==> config.mk <==
export PLATFORM = sky130hd
export DESIGN_NAME = d_rrag_top
export DESIGN_NICKNAME = d
export VERILOG_FILES = /design/src/hw/d_rrag_pkg.sv /design/src/hw/queue_nm.sv /design/src/hw/squash_ctrl.sv /design/src/hw/rrag_drain.sv /design/src/hw/d_rrag_top.sv
export VERILOG_INCLUDE_DIRS = /design/src /design/src/hw
export SDC_FILE = /design/constraint.sdc
export NUM_CORES = 1
export LEC_CHECK = 0
export ABC_AREA = 1
export BUFFER_PORTS_ARGS = -buffer_cell sky130_fd_sc_hd__buf_2
export CAP_MARGIN = 30
export CORE_UTILIZATION = 40
export DETAILED_ROUTE_END_ITERATION = 12
export PLACE_DENSITY = 0.63
export SKIP_CTS_REPAIR_TIMING = 1
export SLEW_MARGIN = 20
export SYNTH_ARGS = -nofsm -noshare
export SYNTH_HDL_FRONTEND = slang
export SYNTH_HIERARCHICAL = 1
export SYNTH_SLANG_ARGS = --single-unit
export TNS_END_PERCENT = 30
==> constraint.sdc <==
create_clock -name clk -period 5.7 [get_ports clk]
set_input_delay 0.57 -clock clk [delete_from_list [all_inputs] [get_ports clk]]
set_output_delay 0.57 -clock clk [all_outputs]
set_load 0.005 [all_outputs]
==> src/hw/d_rrag_settings.svh <==
`ifndef D_RRAG_SETTINGS_SVH
`define D_RRAG_SETTINGS_SVH

// number of queue entries between D and RrAg
`define D_RRAG_Q_LENGTH 8

// age tag width
// at least one bit wider than log2 of the depth so ages stay unambiguous
`define D_RRAG_TAG_WIDTH 4

// fixed micro-op payload, stands in for the decoded fields
`define D_RRAG_PAYLOAD_WIDTH 32

`endif

==> src/hw/d_rrag_pkg.sv <==
`default_nettype none

`include "d_rrag_settings.svh"

package d_rrag_pkg;

    // age tag, assigned in sequence by the producer, wraps modulo 2**width
    typedef logic [`D_RRAG_TAG_WIDTH-1:0] tag_t;

    // fixed n-part of a queue entry
    typedef logic [`D_RRAG_PAYLOAD_WIDTH-1:0] payload_t;

    // modifiable m-part, valid bit on top, tag below
    typedef logic [`D_RRAG_TAG_WIDTH:0] m_field_t;

    // head and tail index into the queue
    typedef logic [$clog2(`D_RRAG_Q_LENGTH)-1:0] q_ptr_t;

    // occupancy, 0 up to and including the depth
    typedef logic [$clog2(`D_RRAG_Q_LENGTH+1)-1:0] q_count_t;

    // output register of the drain stage
    typedef enum logic {
        DRAIN_EMPTY,
        DRAIN_HOLD
    } drain_state_t;

endpackage

`default_nettype wire

==> src/hw/queue_nm.sv <==
`timescale 1ns/1ns
`default_nettype none

`include "d_rrag_settings.svh"

// circular queue of micro-ops
// each entry is a modifiable m-part and a fixed n-part
// m-parts can be rewritten in place through a per-slot modify mask
module queue_nm
    import d_rrag_pkg::*;
#(
    parameter int M_WIDTH  = `D_RRAG_TAG_WIDTH + 1,
    parameter int N_WIDTH  = `D_RRAG_PAYLOAD_WIDTH,
    parameter int Q_LENGTH = `D_RRAG_Q_LENGTH
) (
    input  logic                        clk,
    input  logic                        rst_n,
    input  logic [M_WIDTH-1:0]          m_din,
    input  logic [N_WIDTH-1:0]          n_din,
    input  logic [M_WIDTH*Q_LENGTH-1:0] new_m_vector,
    input  logic [Q_LENGTH-1:0]         modify_vector,
    input  logic                        wr,
    input  logic                        rd,
    input  logic                        clr,
    output logic                        full,
    output logic                        empty,
    output logic [M_WIDTH*Q_LENGTH-1:0] old_m_vector,
    output logic [M_WIDTH+N_WIDTH-1:0]  dout
);

    // entry storage, indexed by physical slot
    logic [M_WIDTH-1:0] m_mem [Q_LENGTH];
    logic [N_WIDTH-1:0] n_mem [Q_LENGTH];

    // control state
    q_ptr_t   head;
    q_ptr_t   tail;
    q_count_t count;

    // accepted operations this cycle
    logic do_wr;
    logic do_rd;

    // head m-part after bypass
    logic [M_WIDTH-1:0] head_m;

    // pointer increment with wrap at the depth
    function automatic q_ptr_t next_ptr(input q_ptr_t ptr);
        if (ptr == q_ptr_t'(Q_LENGTH - 1)) begin
            return '0;
        end
        return ptr + 1'b1;
    endfunction

    // clear wins over both write and read
    // a write while full is dropped, a read while empty too
    assign do_wr = wr && !full && !clr;
    assign do_rd = rd && !empty && !clr;

    // status straight from the count
    assign full  = (count == q_count_t'(Q_LENGTH));
    assign empty = (count == '0);

    // pointers and occupancy
    always_ff @(posedge clk or negedge rst_n) begin
        if (!rst_n) begin
            head  <= '0;
            tail  <= '0;
            count <= '0;
        end else if (clr) begin
            // flush, old contents become unreachable
            head  <= '0;
            tail  <= '0;
            count <= '0;
        end else begin
            if (do_wr) begin
                tail <= next_ptr(tail);
            end
            if (do_rd) begin
                head <= next_ptr(head);
            end
            case ({do_wr, do_rd})
                2'b10:   count <= count + 1'b1;
                2'b01:   count <= count - 1'b1;
                default: count <= count;
            endcase
        end
    end

    // entry contents
    // masked m-part rewrite first, so a same-cycle write to a slot wins
    always_ff @(posedge clk) begin
        for (int i = 0; i < Q_LENGTH; i++) begin
            if (modify_vector[i]) begin
                m_mem[i] <= new_m_vector[i*M_WIDTH +: M_WIDTH];
            end
        end
        if (do_wr) begin
            m_mem[tail] <= m_din;
            n_mem[tail] <= n_din;
        end
    end

    // all m-parts flattened, slot 0 in the low bits
    for (genvar g = 0; g < Q_LENGTH; g++) begin : g_old_m
        assign old_m_vector[g*M_WIDTH +: M_WIDTH] = m_mem[g];
    end

    // head m-part bypass
    // a head modified this cycle already shows its new m-part
    assign head_m = modify_vector[head] ? new_m_vector[head*M_WIDTH +: M_WIDTH]
                                        : m_mem[head];

    // head entry, m-part over n-part
    assign dout = {head_m, n_mem[head]};

endmodule

`default_nettype wire

==> src/hw/squash_ctrl.sv <==
`timescale 1ns/1ns
`default_nettype none

`include "d_rrag_settings.svh"

// squash after a mispredicted branch
// every valid entry younger than kill_tag gets its valid bit cleared
// purely combinational
// the queue applies the result at the next edge
module squash_ctrl
    import d_rrag_pkg::*;
(
    input  logic                                          kill,
    input  tag_t                                          kill_tag,
    input  logic [`D_RRAG_Q_LENGTH*$bits(m_field_t)-1:0] old_m_vector,
    output logic [`D_RRAG_Q_LENGTH-1:0]                   modify_vector,
    output logic [`D_RRAG_Q_LENGTH*$bits(m_field_t)-1:0] new_m_vector
);

    localparam int Q_LENGTH  = `D_RRAG_Q_LENGTH;
    localparam int M_W       = $bits(m_field_t);
    localparam int TAG_W     = $bits(tag_t);
    // valid bit sits above the tag
    localparam int VALID_BIT = TAG_W;
    // ages 1 .. depth-1 count as younger
    localparam int MAX_AGE   = Q_LENGTH - 1;

    for (genvar g = 0; g < Q_LENGTH; g++) begin : g_slot
        // this slot's m-part split up
        m_field_t slot_m;
        tag_t     slot_tag;
        logic     slot_valid;
        // distance from the killing branch modulo 2**TAG_W
        tag_t     age;
        logic     younger;

        assign slot_m     = old_m_vector[g*M_W +: M_W];
        assign slot_tag   = slot_m[TAG_W-1:0];
        assign slot_valid = slot_m[VALID_BIT];

        // wrapping subtract gives the age directly
        assign age = slot_tag - kill_tag;

        // zero is the branch itself and stays alive
        // anything past depth-1 is older and wrapped around
        assign younger = (age != '0) && (age <= tag_t'(MAX_AGE));

        // only touch live entries
        // popped slots still carry their old valid bit
        // a later write replaces them before they are read again
        assign modify_vector[g] = kill && slot_valid && younger;

        // same tag with valid dropped
        assign new_m_vector[g*M_W +: M_W] = {1'b0, slot_tag};
    end

endmodule

`default_nettype wire

==> src/hw/rrag_drain.sv <==
`timescale 1ns/1ns
`default_nettype none

// drain from the queue head into the RrAg output register
// invalid (squashed) heads are popped and dropped, one per cycle
// valid heads move into the register when it is free or being transferred
module rrag_drain
    import d_rrag_pkg::*;
(
    input  logic                                      clk,
    input  logic                                      rst_n,
    input  logic                                      clr,
    input  logic                                      empty,
    input  logic [$bits(m_field_t)+$bits(payload_t)-1:0] head,
    output logic                                      rd,
    output logic                                      out_valid,
    output tag_t                                      out_tag,
    output payload_t                                  out_payload,
    input  logic                                      out_ready
);

    localparam int P_W   = $bits(payload_t);
    localparam int TAG_W = $bits(tag_t);

    drain_state_t state;

    // head entry split into m-part and payload
    m_field_t head_m;
    payload_t head_payload;
    logic     head_valid;

    logic reg_free;
    logic load;

    assign head_m       = head[P_W +: $bits(m_field_t)];
    assign head_payload = head[P_W-1:0];
    assign head_valid   = head_m[TAG_W];

    // register free now, or emptied by this cycle's transfer
    assign reg_free = (state == DRAIN_EMPTY) || out_ready;

    // valid head goes into the output register
    assign load = !empty && head_valid && reg_free;

    // pop dead heads always, live ones only when they can be taken
    assign rd = !empty && (!head_valid || reg_free);

    assign out_valid = (state == DRAIN_HOLD);

    // output register state
    always_ff @(posedge clk or negedge rst_n) begin
        if (!rst_n) begin
            state <= DRAIN_EMPTY;
        end else if (clr) begin
            state <= DRAIN_EMPTY;
        end else if (load) begin
            // reload in the same edge as a transfer
            state <= DRAIN_HOLD;
        end else if (out_ready) begin
            state <= DRAIN_EMPTY;
        end
    end

    // payload register, held under back-pressure
    always_ff @(posedge clk) begin
        if (load) begin
            out_tag     <= head_m[TAG_W-1:0];
            out_payload <= head_payload;
        end
    end

endmodule

`default_nettype wire

==> src/hw/d_rrag_top.sv <==
`timescale 1ns/1ns
`default_nettype none

`include "d_rrag_settings.svh"

// D to RrAg latch queue
// queue, squash unit and drain stage wired together
module d_rrag_top
    import d_rrag_pkg::*;
(
    input  logic     clk,
    input  logic     rst_n,
    input  logic     in_wr,
    input  tag_t     in_tag,
    input  payload_t in_payload,
    output logic     full,
    output logic     empty,
    input  logic     kill,
    input  tag_t     kill_tag,
    input  logic     clr,
    output logic     out_valid,
    input  logic     out_ready,
    output tag_t     out_tag,
    output payload_t out_payload
);

    localparam int Q_LENGTH = `D_RRAG_Q_LENGTH;
    localparam int M_W      = $bits(m_field_t);
    localparam int N_W      = $bits(payload_t);

    // new entry m-part, always written valid
    m_field_t m_din;

    // squash path
    logic [M_W*Q_LENGTH-1:0] old_m_vector;
    logic [M_W*Q_LENGTH-1:0] new_m_vector;
    logic [Q_LENGTH-1:0]     modify_vector;

    // head path
    logic [M_W+N_W-1:0] dout;
    logic               rd;

    assign m_din = {1'b1, in_tag};

    queue_nm #(
        .M_WIDTH  (M_W),
        .N_WIDTH  (N_W),
        .Q_LENGTH (Q_LENGTH)
    ) i_queue (
        .clk           (clk),
        .rst_n         (rst_n),
        .m_din         (m_din),
        .n_din         (in_payload),
        .new_m_vector  (new_m_vector),
        .modify_vector (modify_vector),
        .wr            (in_wr),
        .rd            (rd),
        .clr           (clr),
        .full          (full),
        .empty         (empty),
        .old_m_vector  (old_m_vector),
        .dout          (dout)
    );

    squash_ctrl i_squash (
        .kill          (kill),
        .kill_tag      (kill_tag),
        .old_m_vector  (old_m_vector),
        .modify_vector (modify_vector),
        .new_m_vector  (new_m_vector)
    );

    rrag_drain i_drain (
        .clk         (clk),
        .rst_n       (rst_n),
        .clr         (clr),
        .empty       (empty),
        .head        (dout),
        .rd          (rd),
        .out_valid   (out_valid),
        .out_tag     (out_tag),
        .out_payload (out_payload),
        .out_ready   (out_ready)
    );

endmodule

`default_nettype wire

== Yosys cells after proc, flatten, opt, wreduce, memory -nomap -nowiden ==
Memory sizes are Yosys's and may differ from the RTL's. A register that Yosys moved wholly into a read port is not among the register bits.
Cells that the tools add are included.

* Add/subtract/negate cells: 12
* Multiply operators: 1
* $lt $le $gt $ge: 9
* Equality and inequality tests: 5
* Shift-type cells: 1
* Muxes and demuxes: 40
* Bitwise logic cells: 1
* Reductions and logical operators: 50

{| class="wikitable"
|+ Operators by type and width
! operator !! number
|-
| 40-bit by 7-bit variable part select with 5-bit output || 1
|-
| 4-bit by 3-bit less-or-equal comparator with 1-bit output (second input constant) || 8
|-
| 4-bit nonzero test || 8
|-
| 4-bit subtractor || 8
|-
| 1-bit logical AND || 31
|-
| 1-bit 2-to-1 mux || 28
|-
| 3-bit 2-to-1 mux || 8
|-
| 4-bit one-hot mux with 2 select lines || 1
|-
| 3-bit by 1-bit adder with 3-bit output (second input constant) || 2
|-
| 3-bit == test (second input constant) || 2
|-
| 3-bit by 3-bit multiplier with 6-bit output (second input constant) || 1
|-
| 3-bit nonzero test || 2
|-
| 5-bit 2-to-1 mux || 1
|-
| 4-bit by 1-bit adder with 4-bit output (second input constant) || 1
|-
| 4-bit == test (second input constant) || 1
|-
| 1-bit logical NOT || 4
|-
| 4-bit logical NOT || 1
|-
| 3-bit by 4-bit < comparator with 1-bit output (second input constant) || 1
|-
| 4-bit 2-to-1 mux || 1
|-
| 2-bit nonzero test || 2
|-
| 4-bit by 1-bit subtractor with 4-bit output (second input constant) || 1
|-
| 1-bit binary-select mux with 3-bit select || 1
|-
| 2-bit by 1-bit == test with 1-bit output (second input constant) || 1
|-
| 2-bit == test (second input constant) || 1
|-
| 2 further kinds || 3
|}

* Register bits: 15
* Bits in writable memories: 296
* Output and inout port bits: 39
* Memories kept: 2

{| class="wikitable"
|+ Memory list
! name !! depth !! bits a word !! rd ports !! clocked after Yosys merged registers in !! wr ports !! line !! RTL
|-
| i_queue.n_mem || 8 || 32 || 1 || 1 || 1 || queue_nm.sv:33 || <nowiki>logic [N_WIDTH-1:0] n_mem [Q_LENGTH];</nowiki>
|-
| i_queue.m_mem || 8 || 5 || 9 || 0 || 9 || queue_nm.sv:32 || <nowiki>logic [M_WIDTH-1:0] m_mem [Q_LENGTH];</nowiki>
|}

== Depth between registers and ports, before layout ==
Gate-level depths: netlist of the first run.
An unclocked memory read counts as a cell.

* Depth in word-level cells: 18
* Mapped depth: 30

== Hierarchy ==
Netlist of the first run, hierarchy kept.

{| class="wikitable"
|+ By module, submodules not included
! module !! times used !! cells an instance !! area each (um2) !! seq. area each (um2)
|-
| queue_nm || 1 || 1,180 || 13,261.5 || 9,138.8
|-
| squash_ctrl || 1 || 270 || 1,597.8 || 0.0
|-
| rrag_drain || 1 || 46 || 1,149.9 || 1,106.1
|-
| d_rrag_top || 1 || 1 || 3.8 || 0.0
|}

== Worst setup path after synthesis of the first run ==
No wires, ideal clock.

* Path type: input-to-reg
* From: input kill_tag[1]
* To: register i_drain.out_payload[0] (read register of i_queue.n_mem) (enable)
* Data arrival time: 4,239 ps
* Required time: 5,259 ps
* Slack: 1,020 ps
* Cell stages on the path: 15
* Path buffers: 0
* Cell sequence: inv_1 > fa_1 > inv_1 > nand4_1 > nand2_1 > nor2_2 > inv_1 > a21oi_1 > o21ai_0 > nand2_1 > o21ai_2 > nand2_1 > nand2_1 > nand2_2 > a21oi_1

* Cells in the longest elaborated chain, start to end: 9
* Elaborated cells between the ends (all ways): 45

{| class="wikitable"
|+ Ends and longest elaborated chain
! what !! line !! RTL
|-
| start, declared || d_rrag_top.sv:19 || <nowiki>input tag_t kill_tag,</nowiki>
|-
| 4-bit subtractor (*) || squash_ctrl.sv:42 || <nowiki>assign age = slot_tag - kill_tag;</nowiki>
|-
| 4-bit by 3-bit less-or-equal comparator with 1-bit output or 4-bit nonzero test (tied branches) || squash_ctrl.sv:46 || <nowiki>assign younger = (age != '0) && (age <= tag_t'(MAX_AGE));</nowiki>
|-
| 1-bit logical AND (*) || squash_ctrl.sv:46 ||
|-
| 1-bit logical AND (*) || squash_ctrl.sv:51 || <nowiki>assign modify_vector[g] = kill && slot_valid && younger;</nowiki>
|-
| named net modify_vector[5] || d_rrag_top.sv:37 || <nowiki>logic [Q_LENGTH-1:0] modify_vector;</nowiki>
|-
| 1-bit binary-select mux with 3-bit select (*) || queue_nm.sv:111 || <nowiki>assign head_m = modify_vector[head] ? new_m_vector[head*M_WIDTH +: M_WIDTH]</nowiki>
|-
| 1-bit 2-to-1 mux (not written as such) (*) || queue_nm.sv:111 ||
|-
| 5-bit 2-to-1 mux (*) || queue_nm.sv:111 ||
|-
| named net dout[36] || d_rrag_top.sv:40 || <nowiki>logic [M_W+N_W-1:0] dout;</nowiki>
|-
| 1-bit logical AND (*) (2 in series) || rrag_drain.sv:43 || <nowiki>assign load = !empty && head_valid && reg_free;</nowiki>
|-
| named net i_drain.load || rrag_drain.sv:33 || <nowiki>logic load;</nowiki>
|-
| end, declared || rrag_drain.sv:18 || <nowiki>output payload_t out_payload,</nowiki>
|}

Mark *: on every way through the listed nets, which the timed path passes. The rest lies on a longest branch. The select of a mux whose other input is x is not followed.
A chain may end at the register's enable or synchronous reset.

==> results of run 1 <==
-- power breakdown --
part,internal [mW],switching (mW)
registers,3.12,0.165
logic,0.546,1.14
clock network,1.41,0.984
total,5.08,2.29
-- path summary, 6_finish.rpt --
path / from / endpoint / slack, ps / cells after the start
setup / recovery: i_queue/m_mem[1][0] / i_queue/count[3] / 1700 / 29
hold / removal: clr / i_drain/out_valid / 230 / 2
setup reg to reg: i_queue/m_mem[1][0] / i_queue/count[3] / 1700 / 29
hold reg to reg: i_queue/count[3] / i_queue/count[3] / 570 / 2
max in group asynchronous: rst_n / i_queue/head[0] / 5000 / 2
min in group asynchronous: rst_n / i_queue/count[1] / 460 / 2
-- layout make-up --
type	instances	area, um2	area share [%]
sequential	343	10200	57.7
multi-input combinational	944	4650	26.2
clock buffer	44	973	5.48
tap	518	648	3.65
timing repair buffer	103	598	3.37
inverter	102	393	2.21
clock inverter	24	244	1.37
antenna	2	5.00	0.0282
-- worst max-delay path: cells and delay by family (launching register included) --
family / cells / cell delay [ps]
AND/OR/NAND/NOR: 18 / 1790
buffers and inverters: 5 / 390
flip-flops: 1 / 450
adder cells (fa/ha/maj): 3 / 900
AO/OA/AOI/OAI: 3 / 350
-- cells by family (layout without fill, tap and decap cells) --
| group | Yosys count | in the layout | synth area share, % |
|---|---|---|---|
| adder cells (fa/ha/maj) | 39 | 39 | 3.47 |
| flip-flops | 343 | 343 | 64.0 |
| other | 2 | 11 | 0.0469 |
| XOR/XNOR | 1 | 1 | 0.0547 |
| AO/OA/AOI/OAI | 318 | 318 | 10.7 |
| AND/OR/NAND/NOR | 577 | 577 | 14.6 |
| buffers and inverters | 217 | 273 | 7.20 |
-- layer usage --
metal  vias to the layer above  track usage (%)  wire length, um
li1                       5178                -                -
met1                      5151             24.8            16400
met2                       308             30.1            17700
met3                        64             3.48             2220
met4                         6             5.84              833
met5                         -                0               37
-- cell usage after synthesis, drive strengths merged (2+ instances only) --
master and instances:
a21oi 43, a31oi 32, buf 88, clkbuf 27, conb 2, dfrtp 11
edfxtp 332, fa 9, ha 30, inv 101, nand2 311, nand3 22
nand4 8, nor2 226, o211ai 2, o21ai 223, o22ai 17, or2 9
-- state kept, by name, summed over array words and instances, names as in the netlist --
signal               count
i_queue/m_mem           40
i_drain/out_valid        1
i_drain/out_payload     32
i_queue/tail             3
i_queue/head             3
i_queue/n_mem          256
i_drain/out_tag          4
i_queue/count            4
==> impl_metrics.csv, run 1 <==
group,metric,value,unit
global_route,overflow,0,
floorplanning,chipHeight,202,um
cts,cts.clk_slew.worst_paths,60,ps
worst_setup_path,cp_slowest_cell,"edfxtp_1",
yosys,async_reset_ff_share,3.21,%
yosys,yosysTopAreaCellShare,62.3,%
placed_design,gp_congestion,0.839,
yosys,yosysWarnings,6,
detailed_routing,avgViaCountPerCell,5.15,
power_and_ir_drop,ir_worst_vdd,0.276,mV
placed_design,placed_area,16500,um2
floorplanning,initial_utilization,41.0,%
floorplanning,die_w,202,um
detailed_routing,wl_per_cell,17.9,um
timing,fin_tns_setup,0,ps
power_and_ir_drop,powerDensity,415,nW/um2
run,drv_cap,0,
worst_setup_path,worstSetupPathType,"reg -> reg",
timing,setup_violations,0,
placed_design,io_buffers,84,
timing,tightest_slew,908,ps
timing,max_freq,250,MHz
worst_hold_path,hold_path.class,"in -> reg",
placed_design,dp_slack,1060,ps
yosys,yosysTopAreaCell,"edfxtp_1",
global_route,grt_pass1_vias,10400,
worst_setup_path,crit_required,6120,ps
timing,min_period_over_period,70.2,%
timing,rsz0062_at_grt,"no",
worst_setup_path,worstPathArrival,4420,ps
placed_design,hpwl,21.1,mm
global_route,grt_first_pass_wirelength,58.3,mm
timing,fin_worst_skew,24.7,ps
yosys,synth_seq_cells,343,
yosys,yosysSeqAreaShare,64.0,%
worst_setup_path,crit_path_end_kind,"flop",
cts,cts_tree,"built",
yosys,yosysUniqueCellTypes,35,
layout,layout.cells.non_filler,2080,
global_route,grt_use_total,18.4,%
timing,drv_slew,0,
yosys,synth_area_leaders,"edfxtp_1 (62%), nand2_1 (7.0%), nor2_1 (5.0%)",
worst_setup_path,cpMostUsedCell,"nand2_1",
layout,fin_util,45.4,%
layout,mostFrequentLayoutCell,"edfxtp_1",
yosys,avgSynthCellArea,10.7,um2
worst_setup_path,start_kind,"flop",
worst_setup_path,slowest_delay,450,ps
detailed_routing,wl,37.2,mm
power_and_ir_drop,power,7.38,mW
detailed_routing,first_iter_violations,768,
cts,cts_buffer_depth,3,
floorplanning,io_pins,85,
yosys,ys_dominant_reg_cell,"edfxtp_1",
timing,hold_viol_final,0,
power_and_ir_drop,p_leak,6.94,nW
layout,final_nets,1617,
timing,final.min_clock_period,4000,ps
floorplanning,dieArea,40800,um2
cts,cts_made_buffers,38,
detailed_routing,num_vias,10700,
layout,final_cell_mix,"edfxtp_1 (332), nand2_1 (298), nor2_1 (214)",
yosys,netlist_area,16000,um2
layout,fin_area,17800,um2
cts,clock-sinks,343,
layout,fillCellCount,3613,
worst_setup_path,crit_fanout,5,
detailed_routing,firstDrtPassIters,5,
cts,cts_root_buf,"clkbuf_16",
placed_design,place_inst,2007,
floorplanning,core_area,39100,um2
status,status,"completed",
cts,cts_max_level,2,
global_route,antenna_found_initial,4,
yosys,syn_inst,1497,
timing,final.setup.worst_slack,1700,ps
layout,area_delta_synth_final,10.9,%
timing,slew_headroom,39.4,%
detailed_routing,drc,0,
yosys,synth-edff-count,332,
layout,drive_gt1_share,12.7,%
cts,clk_latency,530,ps
detailed_routing,ant_nets,0,
global_route,grt_max_degree,94,
floorplanning,rows,72,
timing,hold_slack,226,ps
(Power assumes the default switching activity.)
==> inputs of run 2 (changes only) <==
Settings changed: ABC_AREA 1 to 0, PLACE_DENSITY 0.63 to 0.65.
Clock period 5.7 ns to 3.61 ns, I/O delays scaled along.
==> run 2 against run 1 <==
Clock-buffer cell count did not move. Critical path depth down 10. Critical endpoint unchanged. The flow now finishes with violations (setup timing). Non-clock buffer count grew 44. Register-to-register slack got worse by 2100 ps. Sequential power is 54% higher. Synthesized cell count is 46% lower. Total power is 53% higher. Clock skew fell by 2.2 ps.
==> impl_metrics.csv, run 2 <==
group,metric,value,unit
detailed_routing,ant_nets,0,
power_and_ir_drop,combPwrFrac,23.4,%
global_route,overflow,0,
timing,slew_headroom,39.2,%
worst_setup_path,crit_required,4080,ps
yosys,yosysWarnings,6,
detailed_routing,first_iter_violations,547,
worst_setup_path,endpoint,"i_queue/count[3]",
timing,min_period_over_period,111,%
status,status,"complete, but fails checks",
layout,regMostFlops,"i_queue/n_mem",
worst_hold_path,hold_path.class,"in -> reg",
layout,area_delta_synth_final,16.1,%
yosys,synth-edff-count,332,
worst_setup_path,worst_r2r_startpoint,"i_queue/m_mem[3][0]",
timing,final.setup.worst_slack,-386,ps
cts,cts_made_buffers,37,
power_and_ir_drop,ir_worst_vdd,0.377,mV
yosys,yosysSeqAreaShare,66.7,%
placed_design,dp_slack,-756,ps
worst_setup_path,slowest_delay,510,ps
yosys,synthMostInstantiatedCell,"edfxtp_1",
layout,largest_register_ffs,256,
worst_setup_path,start_kind,"flop",
yosys,synth_common_cells,"edfxtp_1 (332), mux4_2 (86), mux2_2 (67)",
power_and_ir_drop,p_sw,3.01,mW
cts,cts_tree,"built",
worst_setup_path,path_depth,19,
yosys,avgSynthCellArea,19.1,um2
detailed_routing,drc,0,
floorplanning,die_w,198,um
yosys,syn_inst,805,
layout,final_nets,1015,
layout,reg_top3,"i_queue/n_mem x256, i_queue/m_mem x40, i_drain/out_payload x32",
layout,seqCellArea,10300,um2
detailed_routing,firstDrtPassIters,4,
timing,tightest_slew,911,ps
timing,final.min_clock_period,4000,ps
worst_setup_path,worstSetupPathType,"reg -> reg",
floorplanning,rows,71,
power_and_ir_drop,seqPwrFrac,45.2,%
yosys,synth_seq_cells,343,
yosys,yosysTopAreaCell,"edfxtp_1",
detailed_routing,wl,31.6,mm
cts,cts_max_level,2,
layout,fillCellCount,3128,
timing,drv_slew,0,
worst_setup_path,r2r_cells,19,
floorplanning,io_pins,85,
detailed_routing,wl_per_cell,21.6,um
cts,clk_latency,540,ps
global_route,antenna_found_initial,3,
timing,rsz0062_at_grt,"yes",
yosys,netlist_area,15400,um2
power_and_ir_drop,powerDensity,631,nW/um2
yosys,yosysTopAreaCellShare,64.9,%
detailed_routing,avgViaCountPerCell,5.20,
power_and_ir_drop,sw_frac_of_total,26.7,%
yosys,synth_area_leaders,"edfxtp_1 (65%), mux4_2 (13%), mux2_2 (4.9%)",
run,drv_cap,0,
power_and_ir_drop,power,11.3,mW
timing,fin_worst_skew,22.4,ps
worst_setup_path,cp_top_family,"compound AO/OA/AOI/OAI gates",
placed_design,hpwl,18.4,mm
layout,drive_gt1_share,44.4,%
status,violations,"setup timing",
worst_setup_path,worstPathArrival,4470,ps
cts,cts.clk_slew.worst_paths,60,ps
floorplanning,initial_utilization,40.7,%
power_and_ir_drop,p_leak,6.06,nW
worst_setup_path,r2r_end,"i_queue/count[3]",
power_and_ir_drop,cellInternalPower,8.24,mW
global_route,grt_pass1_vias,7944,
yosys,async_reset_ff_share,3.21,%
power_and_ir_drop,clkPwrFrac,31.5,%
worst_setup_path,cp_slowest_cell,"mux4_2",
global_route,grt_first_pass_wirelength,48.1,mm
timing,hold_viol_final,0,
yosys,ys_dominant_reg_cell,"edfxtp_1",
layout,mostFrequentLayoutCell,"edfxtp_1",
worst_setup_path,crit_path_end_kind,"flop",
timing,max_freq,250,MHz
worst_setup_path,path_cells,"inv_1 -> ha_1 -> inv_1 -> fa_2 -> xor2_1 -> o311ai_2 -> nor3b_2 -> mux4_2 -> mux2i_2 -> o21ai_4 -> a21oi_2 -> o41a_2 -> nand2_2 -> nor2_2 -> ha_1 -> a21o_2 -> a221oi_2 -> mux2_4 -> nand3_2",
cts,clock-sinks,343,
global_route,grt_use_total,16.6,%
timing,setup_violations,3,
global_route,grt_max_degree,48,
floorplanning,core_area,37800,um2
placed_design,gp_congestion,0.826,
cts,cts_buffer_depth,3,
worst_setup_path,crit_fanout,2,
worst_setup_path,path_buf_inv,2,
layout,final_cell_mix,"edfxtp_1 (332), mux4_2 (86), buf_2 (84)",
yosys,yosysUniqueCellTypes,48,
layout,multi_input_area,4740,um2
placed_design,io_buffers,84,
detailed_routing,num_vias,7618,
cts,cts_root_buf,"clkbuf_16",
floorplanning,chipHeight,198,um
worst_setup_path,crit_path_start,"i_queue/m_mem[3][0]",
floorplanning,dieArea,39200,um2
worst_setup_path,worst-r2r-setup-slack,-390,ps
## run 2: cell families (layout without fill, tap and decap cells)
group,after synthesis,in the layout,synth area share [%]
flops,343,343,66.7
mux,172,172,19.1
buf+inv,106,240,3.95
simple gates,81,81,3.68
compound gates,45,45,1.94
fa+ha+maj,39,39,3.62
xor+xnor,17,17,0.969
other cells,2,17,0.0489
## run 2: worst min path at each step
stage | start | slack, ps | end | cells after the start
6_report | in_payload[20] | 80 | i_queue/n_mem[1][20] | 1
4_1_cts | rst_n | -310 | i_drain/out_valid | 1
3_3_place_gp | rst_n | 250 | i_drain/out_valid | 1
3_5_place_dp | rst_n | 260 | i_drain/out_valid | 1
2_1_floorplan | rst_n | 70 | i_drain/out_valid | 0
5_1_grt | in_payload[0] | 80 | i_queue/n_mem[3][0] | 1
## run 2: worst reg2reg max path: stages, from the launching register on
cell      delay [ps]
edfxtp_1         380
inv_1             80
ha_1             150
inv_1             60
fa_2             380
xor2_1           160
o311ai_2         290
nor3b_2           90
mux4_2           510
mux2i_2          190
o21ai_4          170
a21oi_2           80
o41a_2           150
nand2_2           70
nor2_2            40
ha_1             280
a21o_2           200
a221oi_2         250
mux2_4           330
nand3_2           70
## run 2: layout make-up
| cell class | count | area share (%) |
|---|---|---|
| Inverter | 31 | 0.673 |
| Sequential cell | 343 | 57.5 |
| Tap cell | 511 | 3.58 |
| Clock buffer | 44 | 5.46 |
| Multi-Input combinational cell | 370 | 26.6 |
| Timing Repair Buffer | 147 | 5.41 |
| Clock inverter | 18 | 0.835 |
| Antenna cell | 1 | 0.0140 |
## run 2: layer usage
layer	share of wire [%]	vias up	wire length [um]	track usage, %
li1	-	3411	-	-
met1	44	3977	13900	22.4
met2	49	169	15500	27.2
met3	4.5	57	1430	3.01
met4	2.4	4	752	5.46
met5	0.066	-	21	0
## run 2: power by group through the flow
stage	combinational [mW]	clock [mW]	sequential (mW)
after floorplan	1.71	0	5.10
after global placement	2.54	0	5.16
after detailed placement	2.57	0	5.16
after CTS	2.58	3.64	5.09
after global routing	2.88	3.78	5.13
final	2.63	3.54	5.08
## run 2: stage by stage
| step | utilization [%] | instance area [um2] | hold WS (ps) | setup TNS (ps) | std cells |
|---|---|---|---|---|---|
| 5_1_grt | 47.2 | 17800 | 81.0 | -1630 | 1464 |
| 3_3_place_gp | 43.8 | 16500 | 251 | -3370 | 1396 |
| 3_5_place_dp | 43.8 | 16500 | 256 | -4820 | 1396 |
| 4_1_cts | 46.8 | 17700 | -314 | -1500 | 1458 |
| 2_1_floorplan | - | 15500 | 65.4 | -1090 | 819 |
| 6_report | 47.3 | 17800 | 81.3 | -1040 | 1465 |
==> inputs of run 3 (changes only) <==
Settings changed: CAP_MARGIN 30 to not set, PLACE_DENSITY 0.65 to not set, PLACE_DENSITY_LB_ADDON set to 0.12.
==> run 3 against run 2 <==
The run still ends with setup timing left. Via count increased by 0.26%. Clock skew decreased by 2.8 ps. Total power increased by 3.5%. Worst hold slack improved by 8.1 ps.
==> impl_metrics.csv, run 3 (synthesized netlist as in run 2, its figures left out) <==
group,metric,value,unit
status,status,"complete, but fails checks",
status,violations,"setup timing",
worst_setup_path,slowest_delay,420,ps
detailed_routing,num_vias,7638,
power_and_ir_drop,clkPwrFrac,34.2,%
power_and_ir_drop,combPwrFrac,22.0,%
power_and_ir_drop,sw_frac_of_total,26.1,%
placed_design,gp_congestion,0.812,
floorplanning,io_pins,85,
cts,clock-sinks,343,
global_route,met2_usage,29.6,%
detailed_routing,wl,32.6,mm
worst_hold_path,hold_path.class,"in -> reg",
cts,cts_max_level,2,
power_and_ir_drop,p_leak,6.14,nW
detailed_routing,drc,0,
layout,multi_input_area,4730,um2
power_and_ir_drop,ir_worst_vdd,0.424,mV
floorplanning,initial_utilization,40.7,%
floorplanning,rows,71,
detailed_routing,firstDrtPassIters,6,
global_route,grt_pass1_vias,8331,
floorplanning,core_area,37800,um2
worst_setup_path,cp_top_family,"multiplexers",
detailed_routing,ant_nets,0,
layout,mostFrequentLayoutCell,"edfxtp_1",
layout,reg_top3,"i_queue/n_mem x256, i_queue/m_mem x40, i_drain/out_payload x32",
cts,cts_root_buf,"clkbuf_16",
layout,final_cell_mix,"edfxtp_1 (332), mux4_2 (86), buf_2 (84)",
global_route,met1_usage,22.1,%
cts,cts_buffer_depth,3,
worst_setup_path,worstSetupPathType,"reg -> reg",
worst_setup_path,crit_fanout,2,
timing,hold_viol_final,0,
detailed_routing,first_iter_violations,301,
power_and_ir_drop,powerDensity,646,nW/um2
layout,antenna_cells,0,
worst_hold_path,min_path_cells,1,
floorplanning,chipHeight,198,um
timing,setup_violations,4,
detailed_routing,wl_per_cell,22.1,um
placed_design,dp_slack,-764,ps
timing,drv_slew,0,
global_route,antenna_found_initial,2,
global_route,grt_max_degree,46,
worst_setup_path,crit_required,4090,ps
worst_setup_path,worstPathArrival,4540,ps
layout,final_nets,1018,
placed_design,placed_area,16600,um2
floorplanning,dieArea,39200,um2
timing,tightest_slew,902,ps
layout,area_delta_synth_final,17.4,%
floorplanning,die_w,198,um
layout,fin_area,18000,um2
timing,rsz0062_at_grt,"yes",
worst_setup_path,crit_path_end_kind,"flop",
global_route,grt_use_total,17.2,%
cts,cts.clk_slew.worst_paths,60,ps
timing,min_period_over_period,113,%
global_route,grt_first_pass_wirelength,49.7,mm
layout,seqCellArea,10300,um2
layout,largest_register_ffs,256,
worst_setup_path,r2r_cells,20,
power_and_ir_drop,seqPwrFrac,43.8,%
worst_setup_path,path_cells,"inv_1 -> ha_2 -> inv_2 -> fa_2 -> xor2_1 -> o311ai_2 -> nor3b_2 -> mux4_2 -> mux2_4 -> nand2_4 -> o21ai_4 -> a21oi_2 -> o41a_2 -> nand2_2 -> nor2_2 -> ha_1 -> a21o_2 -> a221oi_2 -> mux2_1 -> nand3_1",
placed_design,hpwl,20.1,mm
worst_setup_path,cp_slowest_cell,"edfxtp_1",
detailed_routing,avgViaCountPerCell,5.18,
timing,fin_tns_setup,-1210,ps
global_route,overflow,0,
worst_setup_path,path_buf_inv,2,
worst_setup_path,start_kind,"flop",
timing,fin_worst_skew,19.6,ps
timing,final.setup.worst_slack,-454,ps
cts,clk_latency,540,ps
timing,final.min_clock_period,4060,ps
cts,cts_made_buffers,40,
layout,regMostFlops,"i_queue/n_mem",
worst_setup_path,worst-r2r-setup-slack,-450,ps
power_and_ir_drop,p_sw,3.04,mW
layout,drive_gt1_share,44.5,%
cts,cts_tree,"built",
global_route,grt.busiest_layer,"met2",
placed_design,io_buffers,84,
timing,max_freq,246,MHz
worst_setup_path,path_depth,20,
power_and_ir_drop,cellInternalPower,8.60,mW
timing,slew_headroom,39.8,%
run,drv_cap,0,
layout,fillCellCount,3194,
global_route,globalRouteMet3Util,3.20,%
[run 3: layout make-up]
class                           instances  area share (%)
Sequential cell                       343            56.9
Timing Repair Buffer                  147            5.45
Inverter                               31           0.666
Multi-Input combinational cell        370            26.2
Clock buffer                           46            5.68
Clock inverter                         26            1.59
Tap cell                              511            3.55
[run 3: metrics by stage]
step / total power, mW / hold WS [ps] / cells / utilization [%]
CTS: 11.7 / -318 / 1467 / 47.3
detailed placement: 7.73 / 260 / 1395 / 43.9
floorplan: 6.81 / 65.4 / 819 / -
global placement: 7.68 / 251 / 1395 / 43.9
finish: 11.6 / 89.5 / 1474 / 47.8
global route: 12.2 / 79.8 / 1474 / 47.8
[run 3: power groups by stage]
stage                     registers, mW  logic, mW  clock network [mW]
after CTS                          5.11       2.55                4.09
after global routing               5.15       2.81                4.23
after global placement             5.18       2.50                   0
final                              5.10       2.56                3.98
after floorplan                    5.10       1.71                   0
after detailed placement           5.19       2.54                   0
[run 3: layer usage]
metal	part of all wire, %	vias to the layer above
li1	-	3426
met1	43	3999
met2	51	155
met3	4.2	54
met4	2.1	4
met5	0.092	-
[run 3: path summary, 6_finish.rpt]
path | from | to
max in group asynchronous | rst_n | i_queue/head[1]
max reg2reg | i_queue/m_mem[5][0] | i_queue/count[3]
min | in_payload[10] | i_queue/n_mem[0][10]
min reg2reg | i_drain/out_valid | i_drain/out_valid
max | i_queue/m_mem[5][0] | i_queue/count[3]
min in group asynchronous | rst_n | i_queue/count[3]
[run 3: worst register-to-register path, cell delays in order (launching register included)]
cell,delay (ps)
edfxtp_1,420
inv_1,80
ha_2,180
inv_2,40
fa_2,330
xor2_1,210
o311ai_2,130
nor3b_2,260
mux4_2,310
mux2_4,330
nand2_4,70
o21ai_4,70
a21oi_2,150
o41a_2,180
nand2_2,50
nor2_2,100
ha_1,240
a21o_2,200
a221oi_2,230
mux2_1,350
nand3_1,80
